File: config.mk
export PLATFORM = sky130hd
export DESIGN_NAME = rvCore
export DESIGN_NICKNAME = d
export VERILOG_FILES = /design/src/rtl/rvCore_pkg.sv /design/src/rtl/control.sv /design/src/rtl/aluUnit.sv /design/src/rtl/regFile.sv /design/src/rtl/coreSequencer.sv /design/src/rtl/rvCore.sv
export VERILOG_INCLUDE_DIRS = /design/src /design/src/rtl
export SDC_FILE = /design/constraint.sdc
export NUM_CORES = 2
export LEC_CHECK = 0
export ABC_CLOCK_PERIOD_IN_PS = 10200
export BUFFER_PORTS_ARGS = -buffer_cell sky130_fd_sc_hd__buf_2
export CAP_MARGIN = 20
export CORE_UTILIZATION = 28
export CTS_CLUSTER_DIAMETER = 60
export DETAILED_ROUTE_END_ITERATION = 8
export GPL_ROUTABILITY_DRIVEN = 0
export MAX_ROUTING_LAYER = met4
export PLACE_DENSITY = 0.39
export SLEW_MARGIN = 20
export SYNTH_ARGS = -nofsm -noshare
export SYNTH_HDL_FRONTEND = slang
export SYNTH_HIERARCHICAL = 1
export SYNTH_SLANG_ARGS = --single-unit
export TNS_END_PERCENT = 100
File: constraint.sdc
create_clock -name clk -period 10.2 [get_ports clk]
set_clock_uncertainty 0.1 [all_clocks]
set_input_delay 3.06 -clock clk [delete_from_list [all_inputs] [get_ports clk]]
set_output_delay 3.06 -clock clk [all_outputs]
set_load 0.1 [all_outputs]
File: src/rtl/rvCore_config.svh
`ifndef RVCORE_CONFIG_SVH
`define RVCORE_CONFIG_SVH

// Address of the first instruction fetch after reset
`define RV_RESET_PC 32'h0000_0000

`endif

File: src/rtl/rvCore_pkg.sv
package rvCore_pkg;

	typedef logic [31:0] word_t;
	typedef logic [4:0] regAddr_t;

	typedef enum logic [3:0] {
		aluAdd,
		aluSub,
		aluAnd,
		aluOr,
		aluXor,
		aluSlt,
		aluSltu,
		aluSll,
		aluSrl,
		aluSra,
		// Operand B straight through, for LUI
		aluPassB
	} aluOp_e;

	typedef enum logic [2:0] {
		bcNone,
		bcEq,
		bcNe,
		bcLt,
		bcGe,
		bcLtu,
		bcGeu
	} branchCond_e;

	typedef enum logic [1:0] {
		stFetch,
		stExecute,
		stMemAccess,
		stTrapped
	} seqState_e;

endpackage

File: src/rtl/control.sv
module control import rvCore_pkg::*; (
	input word_t instr,
	output aluOp_e aluOp,
	output logic aluSrcImm,
	output logic aluSrcPc,
	output word_t imm,
	output branchCond_e branchCond,
	output logic regWrite,
	output logic memRead,
	output logic memWrite,
	output logic memToReg,
	output logic isJal,
	output logic isJalr,
	output logic illegal
);

	logic [6:0] opcode;
	logic [2:0] funct3;
	logic [6:0] funct7;
	word_t immI;
	word_t immS;
	word_t immB;
	word_t immU;
	word_t immJ;

	assign opcode = instr[6:0];
	assign funct3 = instr[14:12];
	assign funct7 = instr[31:25];

	// Format immediates, all sign extended from bit 31
	assign immI = {{20{instr[31]}}, instr[31:20]};
	assign immS = {{20{instr[31]}}, instr[31:25], instr[11:7]};
	assign immB = {{19{instr[31]}}, instr[31], instr[7], instr[30:25], instr[11:8], 1'b0};
	assign immU = {instr[31:12], 12'b0};
	assign immJ = {{11{instr[31]}}, instr[31], instr[19:12], instr[20], instr[30:21], 1'b0};

	// Shared funct3 to ALU op mapping for OP and OP-IMM
	function automatic aluOp_e funct3Op(input logic [2:0] f3, input logic alt);
		case (f3)
			3'b000: funct3Op = alt ? aluSub : aluAdd;
			3'b001: funct3Op = aluSll;
			3'b010: funct3Op = aluSlt;
			3'b011: funct3Op = aluSltu;
			3'b100: funct3Op = aluXor;
			3'b101: funct3Op = alt ? aluSra : aluSrl;
			3'b110: funct3Op = aluOr;
			default: funct3Op = aluAnd;
		endcase
	endfunction

	always_comb begin
		aluOp = aluAdd;
		aluSrcImm = 1'b0;
		aluSrcPc = 1'b0;
		imm = immI;
		branchCond = bcNone;
		regWrite = 1'b0;
		memRead = 1'b0;
		memWrite = 1'b0;
		memToReg = 1'b0;
		isJal = 1'b0;
		isJalr = 1'b0;
		illegal = 1'b1;
		case (opcode)
			7'b0110011: begin
				// SUB and SRA are the only funct7 = 0100000 forms
				if (funct7 == 7'b0000000 ||
						(funct7 == 7'b0100000 && (funct3 == 3'b000 || funct3 == 3'b101))) begin
					illegal = 1'b0;
					regWrite = 1'b1;
					aluOp = funct3Op(funct3, funct7[5]);
				end
			end
			7'b0010011: begin
				// Shift immediates carry funct7 in the upper imm bits
				if ((funct3 != 3'b001 && funct3 != 3'b101) || funct7 == 7'b0000000 ||
						(funct3 == 3'b101 && funct7 == 7'b0100000)) begin
					illegal = 1'b0;
					regWrite = 1'b1;
					aluSrcImm = 1'b1;
					aluOp = funct3Op(funct3, funct3 == 3'b101 && funct7[5]);
				end
			end
			7'b0110111: begin
				illegal = 1'b0;
				regWrite = 1'b1;
				aluSrcImm = 1'b1;
				imm = immU;
				aluOp = aluPassB;
			end
			7'b0010111: begin
				illegal = 1'b0;
				regWrite = 1'b1;
				aluSrcImm = 1'b1;
				aluSrcPc = 1'b1;
				imm = immU;
			end
			7'b0000011: begin
				if (funct3 == 3'b010) begin
					illegal = 1'b0;
					regWrite = 1'b1;
					memRead = 1'b1;
					memToReg = 1'b1;
					aluSrcImm = 1'b1;
				end
			end
			7'b0100011: begin
				if (funct3 == 3'b010) begin
					illegal = 1'b0;
					memWrite = 1'b1;
					aluSrcImm = 1'b1;
					imm = immS;
				end
			end
			7'b1101111: begin
				illegal = 1'b0;
				regWrite = 1'b1;
				isJal = 1'b1;
				imm = immJ;
			end
			7'b1100111: begin
				if (funct3 == 3'b000) begin
					illegal = 1'b0;
					regWrite = 1'b1;
					isJalr = 1'b1;
					aluSrcImm = 1'b1;
				end
			end
			7'b1100011: begin
				imm = immB;
				case (funct3)
					3'b000: branchCond = bcEq;
					3'b001: branchCond = bcNe;
					3'b100: branchCond = bcLt;
					3'b101: branchCond = bcGe;
					3'b110: branchCond = bcLtu;
					3'b111: branchCond = bcGeu;
					default: branchCond = bcNone;
				endcase
				illegal = (branchCond == bcNone);
			end
			default: begin
				illegal = 1'b1;
			end
		endcase
	end

endmodule

File: src/rtl/aluUnit.sv
module aluUnit import rvCore_pkg::*; (
	input aluOp_e aluOp,
	input word_t opA,
	input word_t opB,
	input branchCond_e branchCond,
	output word_t aluResult,
	output logic condTrue
);

	logic [4:0] shamt;

	assign shamt = opB[4:0];

	always_comb begin
		case (aluOp)
			aluAdd: aluResult = opA + opB;
			aluSub: aluResult = opA - opB;
			aluAnd: aluResult = opA & opB;
			aluOr: aluResult = opA | opB;
			aluXor: aluResult = opA ^ opB;
			aluSlt: aluResult = {31'b0, $signed(opA) < $signed(opB)};
			aluSltu: aluResult = {31'b0, opA < opB};
			aluSll: aluResult = opA << shamt;
			aluSrl: aluResult = opA >> shamt;
			aluSra: aluResult = word_t'($signed(opA) >>> shamt);
			aluPassB: aluResult = opB;
			default: aluResult = '0;
		endcase
	end

	// Branch compare on the raw register operands
	always_comb begin
		case (branchCond)
			bcEq: condTrue = (opA == opB);
			bcNe: condTrue = (opA != opB);
			bcLt: condTrue = ($signed(opA) < $signed(opB));
			bcGe: condTrue = ($signed(opA) >= $signed(opB));
			bcLtu: condTrue = (opA < opB);
			bcGeu: condTrue = (opA >= opB);
			default: condTrue = 1'b0;
		endcase
	end

endmodule

File: src/rtl/regFile.sv
module regFile import rvCore_pkg::*; (
	input logic clk,
	input logic rstN,
	input regAddr_t rs1Addr,
	input regAddr_t rs2Addr,
	input logic writeEn,
	input regAddr_t writeAddr,
	input word_t writeData,
	output word_t rs1Data,
	output word_t rs2Data
);

	// x0 has no storage
	word_t regs [1:31];

	always_ff @(posedge clk or negedge rstN) begin
		if (!rstN) begin
			for (int i = 1; i < 32; i++) begin
				regs[i] <= '0;
			end
		end else if (writeEn && writeAddr != 5'd0) begin
			regs[writeAddr] <= writeData;
		end
	end

	assign rs1Data = (rs1Addr == 5'd0) ? '0 : regs[rs1Addr];
	assign rs2Data = (rs2Addr == 5'd0) ? '0 : regs[rs2Addr];

endmodule

File: src/rtl/coreSequencer.sv
`include "rvCore_config.svh"

module coreSequencer import rvCore_pkg::*; (
	input logic clk,
	input logic rstN,
	input word_t wbDatI,
	input logic wbAck,
	input word_t aluResult,
	input logic condTrue,
	input word_t imm,
	input word_t rs1Data,
	input word_t rs2Data,
	input logic aluSrcImm,
	input logic aluSrcPc,
	input logic regWrite,
	input logic memRead,
	input logic memWrite,
	input logic memToReg,
	input logic isJal,
	input logic isJalr,
	input branchCond_e branchCond,
	input logic illegal,
	output logic wbCyc,
	output logic wbStb,
	output logic wbWe,
	output word_t wbAdr,
	output word_t wbDatO,
	output word_t instr,
	output word_t pc,
	output word_t opA,
	output word_t opB,
	output logic writeEn,
	output regAddr_t writeAddr,
	output word_t writeData,
	output logic trap,
	output word_t trapPc
);

	seqState_e state;
	word_t pcPlus4;
	word_t pcPlusImm;
	word_t nextPc;
	logic branchTaken;
	logic isMem;
	logic ackSeen;

	assign wbStb = wbCyc;
	assign ackSeen = wbCyc && wbAck;
	assign isMem = memRead || memWrite;

	assign opA = aluSrcPc ? pc : rs1Data;
	assign opB = aluSrcImm ? imm : rs2Data;

	assign pcPlus4 = pc + 32'd4;
	assign pcPlusImm = pc + imm;
	assign branchTaken = (branchCond != bcNone) && condTrue;

	always_comb begin
		if (isJalr) begin
			nextPc = {aluResult[31:1], 1'b0};
		end else if (isJal || branchTaken) begin
			nextPc = pcPlusImm;
		end else begin
			nextPc = pcPlus4;
		end
	end

	// Loads write back on the data ack, everything else in execute
	assign writeAddr = instr[11:7];
	assign writeEn = (state == stExecute && regWrite && !memToReg) ||
		(state == stMemAccess && ackSeen && memToReg);
	assign writeData = (state == stMemAccess) ? wbDatI :
		(isJal || isJalr) ? pcPlus4 : aluResult;

	always_ff @(posedge clk or negedge rstN) begin
		if (!rstN) begin
			state <= stFetch;
			pc <= `RV_RESET_PC;
			instr <= '0;
			wbCyc <= 1'b0;
			wbWe <= 1'b0;
			trap <= 1'b0;
			trapPc <= '0;
		end else begin
			case (state)
				stFetch: begin
					if (!wbCyc) begin
						wbCyc <= 1'b1;
						wbWe <= 1'b0;
					end else if (wbAck) begin
						wbCyc <= 1'b0;
						instr <= wbDatI;
						state <= stExecute;
					end
				end
				stExecute: begin
					if (illegal) begin
						trap <= 1'b1;
						trapPc <= pc;
						state <= stTrapped;
					end else begin
						// Start the data access or the next fetch right away
						wbCyc <= 1'b1;
						wbWe <= memWrite;
						state <= isMem ? stMemAccess : stFetch;
						if (!memRead) begin
							pc <= nextPc;
						end
					end
				end
				stMemAccess: begin
					if (wbAck) begin
						wbCyc <= 1'b0;
						wbWe <= 1'b0;
						state <= stFetch;
						if (memRead) begin
							pc <= nextPc;
						end
					end
				end
				stTrapped: begin
					state <= stTrapped;
				end
			endcase
		end
	end

	// Bus address and write data
	always_ff @(posedge clk) begin
		if (state == stFetch && !wbCyc) begin
			wbAdr <= pc;
		end else if (state == stExecute && !illegal) begin
			wbAdr <= isMem ? aluResult : nextPc;
			wbDatO <= rs2Data;
		end
	end

endmodule

File: src/rtl/rvCore.sv
module rvCore import rvCore_pkg::*; (
	input logic clk,
	input logic rstN,
	input word_t wbDatI,
	input logic wbAck,
	output logic wbCyc,
	output logic wbStb,
	output logic wbWe,
	output word_t wbAdr,
	output word_t wbDatO,
	output logic trap,
	output word_t trapPc
);

	word_t instr;
	word_t pc;
	word_t imm;
	word_t opA;
	word_t opB;
	word_t aluResult;
	word_t rs1Data;
	word_t rs2Data;
	word_t writeData;
	regAddr_t writeAddr;
	aluOp_e aluOp;
	branchCond_e branchCond;
	logic aluSrcImm;
	logic aluSrcPc;
	logic regWrite;
	logic memRead;
	logic memWrite;
	logic memToReg;
	logic isJal;
	logic isJalr;
	logic illegal;
	logic condTrue;
	logic writeEn;

	coreSequencer uSeq (
		.clk(clk),
		.rstN(rstN),
		.wbDatI(wbDatI),
		.wbAck(wbAck),
		.aluResult(aluResult),
		.condTrue(condTrue),
		.imm(imm),
		.rs1Data(rs1Data),
		.rs2Data(rs2Data),
		.aluSrcImm(aluSrcImm),
		.aluSrcPc(aluSrcPc),
		.regWrite(regWrite),
		.memRead(memRead),
		.memWrite(memWrite),
		.memToReg(memToReg),
		.isJal(isJal),
		.isJalr(isJalr),
		.branchCond(branchCond),
		.illegal(illegal),
		.wbCyc(wbCyc),
		.wbStb(wbStb),
		.wbWe(wbWe),
		.wbAdr(wbAdr),
		.wbDatO(wbDatO),
		.instr(instr),
		.pc(pc),
		.opA(opA),
		.opB(opB),
		.writeEn(writeEn),
		.writeAddr(writeAddr),
		.writeData(writeData),
		.trap(trap),
		.trapPc(trapPc)
	);

	control uControl (
		.instr(instr),
		.aluOp(aluOp),
		.aluSrcImm(aluSrcImm),
		.aluSrcPc(aluSrcPc),
		.imm(imm),
		.branchCond(branchCond),
		.regWrite(regWrite),
		.memRead(memRead),
		.memWrite(memWrite),
		.memToReg(memToReg),
		.isJal(isJal),
		.isJalr(isJalr),
		.illegal(illegal)
	);

	aluUnit uAlu (
		.aluOp(aluOp),
		.opA(opA),
		.opB(opB),
		.branchCond(branchCond),
		.aluResult(aluResult),
		.condTrue(condTrue)
	);

	// Source fields come straight from the instruction register
	regFile uRegs (
		.clk(clk),
		.rstN(rstN),
		.rs1Addr(instr[19:15]),
		.rs2Addr(instr[24:20]),
		.writeEn(writeEn),
		.writeAddr(writeAddr),
		.writeData(writeData),
		.rs1Data(rs1Data),
		.rs2Data(rs2Data)
	);

endmodule

==> results.toml <==
[status]
outcome = "completed"

[clocking]
cts_num_sinks = 1157
ctsResizeCount = 0
clockBufferDepth = 3
cts_tree = "done"
cts_made_buffers = 152
clkLatencyLatePin_ps = 850
htreeDepth = 4
clkTransAtPathRegs_ps = 60
ctsHoldBuffers = 0
post_cts_buffers = 0
ctsRootBufferMaster = "clkbuf_16"

[yosys]
ys_warn_count = 6
syn_avg_cell_area_um2 = 11.1
synth_fp_nets = 6822
ys.flop_type = "dfrtp_1"
syn_area_um2 = 73600
ys_ff_latch = 1157
synth_top_cell_by_area = "dfrtp_1"
synth_cell_types = 109
ys_seq_area_frac = 0.398
synth-edff-count = 64
synth_area_leaders = "dfrtp_1 37%, mux2_2 18%, mux2i_1 8.8%, mux4_2 4.5%, edfxtp_1 2.6%"
async_flop_share = 0.945
synth_cells = 6649
synth_top_area_frac = 0.372

[timing]
holdWs_ps = 358
fmax_ghz = 0.111
slew_headroom = 0.138
tightest_slew_ps = 1280
setup_viol = 0
hold_viol = 0
period_share = 0.884
final.min_clock_period_ps = 9010
finalSetupTns_ps = 0
grt_setup_unrepaired = "no"
slew_viol_final = 0

[die]
dieArea_um2 = 265000
io_pins = 135
core-area_um2 = 260000
rows = 187
die_w_um = 515
start_util = 0.282
die_h_um = 515

[global_route]
grt_pass1_wl_um = 458000
grt_max_degree = 162
grt_antenna_before_repair = 20
grt_pass1_vias = 57600
overflow = 0
grt_use_total = 0.250

[worst_hold_path]
hold_path_class = "reg2reg"
hold_start = "uSeq/trap$_DFFE_PN0P_"

[placed_design]
hpwlAfterDp_um = 217000
placed_area_um2 = 78300
io_buffers = 134

[critical_path]
cp_max_fo = 50
r2r_start = "uSeq/instr[17]$_DFFE_PN0P_"
worstPathRequired_ps = 10650
cp_cell_sequence = "or2_2, buf_4, a221oi_1, or3_1, a211oi_2, mux2_2, inv_1, ha_1, nor4_1, nor2b_1, nand3_1, nor3_1, nor4_1, a31oi_1, a31oi_1, nor4_2, o31ai_1, nand2b_1, buf_4, nor2_1, a211oi_1, a31oi_1"
critPathKind = "reg2reg"
cpMaxStageDelayCell = "dfrtp_4"
end_kind = "flip-flop"
slowest_delay_ps = 1120
worstSetupStartpoint = "uSeq/instr[17]$_DFFE_PN0P_"
cp.arrival_ps = 9470
critPathMostFrequentCell = "a31oi_1"
worstSetupStartpointType = "flip-flop"

[final_layout]
final_cell_mix = "1207 x mux2_2, 1087 x dfrtp_1, 648 x mux2i_1"
multi_input_area_um2 = 41600
stdcell_area_um2 = 83400
area_growth_pct = 13.4
layout-drive-gt1-share = 0.320
final_nets = 6691
ff_latch_area_um2 = 29300
fillers = 26300
post-route-util = 0.320
final_common_cell = "mux2_2"

[route]
dr.pass1.iters = 7
ant_nets = 0
wl_um = 327000
drc = 0
viasPerCell = 5.67
drtIter0Drc = 5066
vias = 57600
avgRoutedWirePerCell_um = 32.2

[run]
cap_violations = 0
==> layer usage <==
| layer | global-route usage | wire length [um] |
|---|---|---|
| met1 | 0.316 | 141000 |
| met2 | 0.395 | 152000 |
| met3 | 0.0397 | 18300 |
| met4 | 0.108 | 16200 |
| met5 | - | 0 |
==> through the flow <==
stage / cells / setup slack [ps]
after global placement: 9858 / 907
after detailed placement: 9859 / 1290
after floorplan: 6649 / 2710
after global routing: 10100 / 882
final: 10100 / 1190
after CTS: 10100 / 1280
==> cells in the mapped netlist (52+ instances only) <==
master and n:
a22oi_1 92, o21ai_0 259, or3_1 63, ha_1 135, mux2_1 57, inv_1 108, mux2_2 1208, a21oi_1 234
buf_1 56, mux2i_1 648, nor2b_1 61, nor2_1 240, clkbuf_1 312, nor3_1 184, a211oi_1 105, nand3_1 56
edfxtp_1 64, nand2_1 268, dfrtp_1 1093, buf_2 213, mux4_2 146, a21o_1 52, o22ai_1 297
==> worst max-delay path: cells and delay by family (launching register included) <==
kind	cells	cell delay, ps
compound gates	7	1640
fa+ha+maj	1	470
buf+inv	3	820
flops	1	1120
mux	1	420
simple gates	10	4120
==> final timing paths <==
path	endpoint	slack (ps)	cells after the start
min	uSeq/trap$_DFFE_PN0P_	360	1
max in group asynchronous	uSeq/instr[17]$_DFFE_PN0P_	6160	2
max reg2reg	uSeq/wbAdr[16]$_DFFE_PP_	1190	22
min in group asynchronous	uSeq/state[0]$_DFFE_PN0P_	2170	1
min reg2reg	uSeq/trap$_DFFE_PN0P_	360	1
max	uSeq/wbAdr[16]$_DFFE_PP_	1190	22
==> final cells by class <==
type / count / area share
clock inverter: 49 / 0.00743
antenna: 19 / 0.000570
multi-input combinational: 4742 / 0.499
clock buffer: 221 / 0.0531
inverter: 111 / 0.00500
sequential: 1157 / 0.351
timing repair buffer: 354 / 0.0317
tap: 3496 / 0.0524
==> registers in the layout (all words and copies together) (netlist names) <==
signal       count
uRegs/regs     992
uSeq/wbWe        1
uSeq/wbAdr      32
uSeq/instr      32
uSeq/state       2
uSeq/pc         32
uSeq/wbCyc       1
uSeq/trapPc     32
uSeq/trap        1
uSeq/wbDatO     32
==> cell families after synthesis <==
| logic type | synth area share |
|---|---|
| multiplexers | 0.327 |
| AO/OA/AOI/OAI | 0.123 |
| flip-flops | 0.398 |
| AND/OR/NAND/NOR | 0.0727 |
| buffers and inverters | 0.0459 |
| adder cells (fa/ha/maj) | 0.0238 |
| XOR/XNOR | 0.00976 |
Power is not shown: default switching activity piles up to over one toggle a cycle in this logic, so the estimate is an artifact.
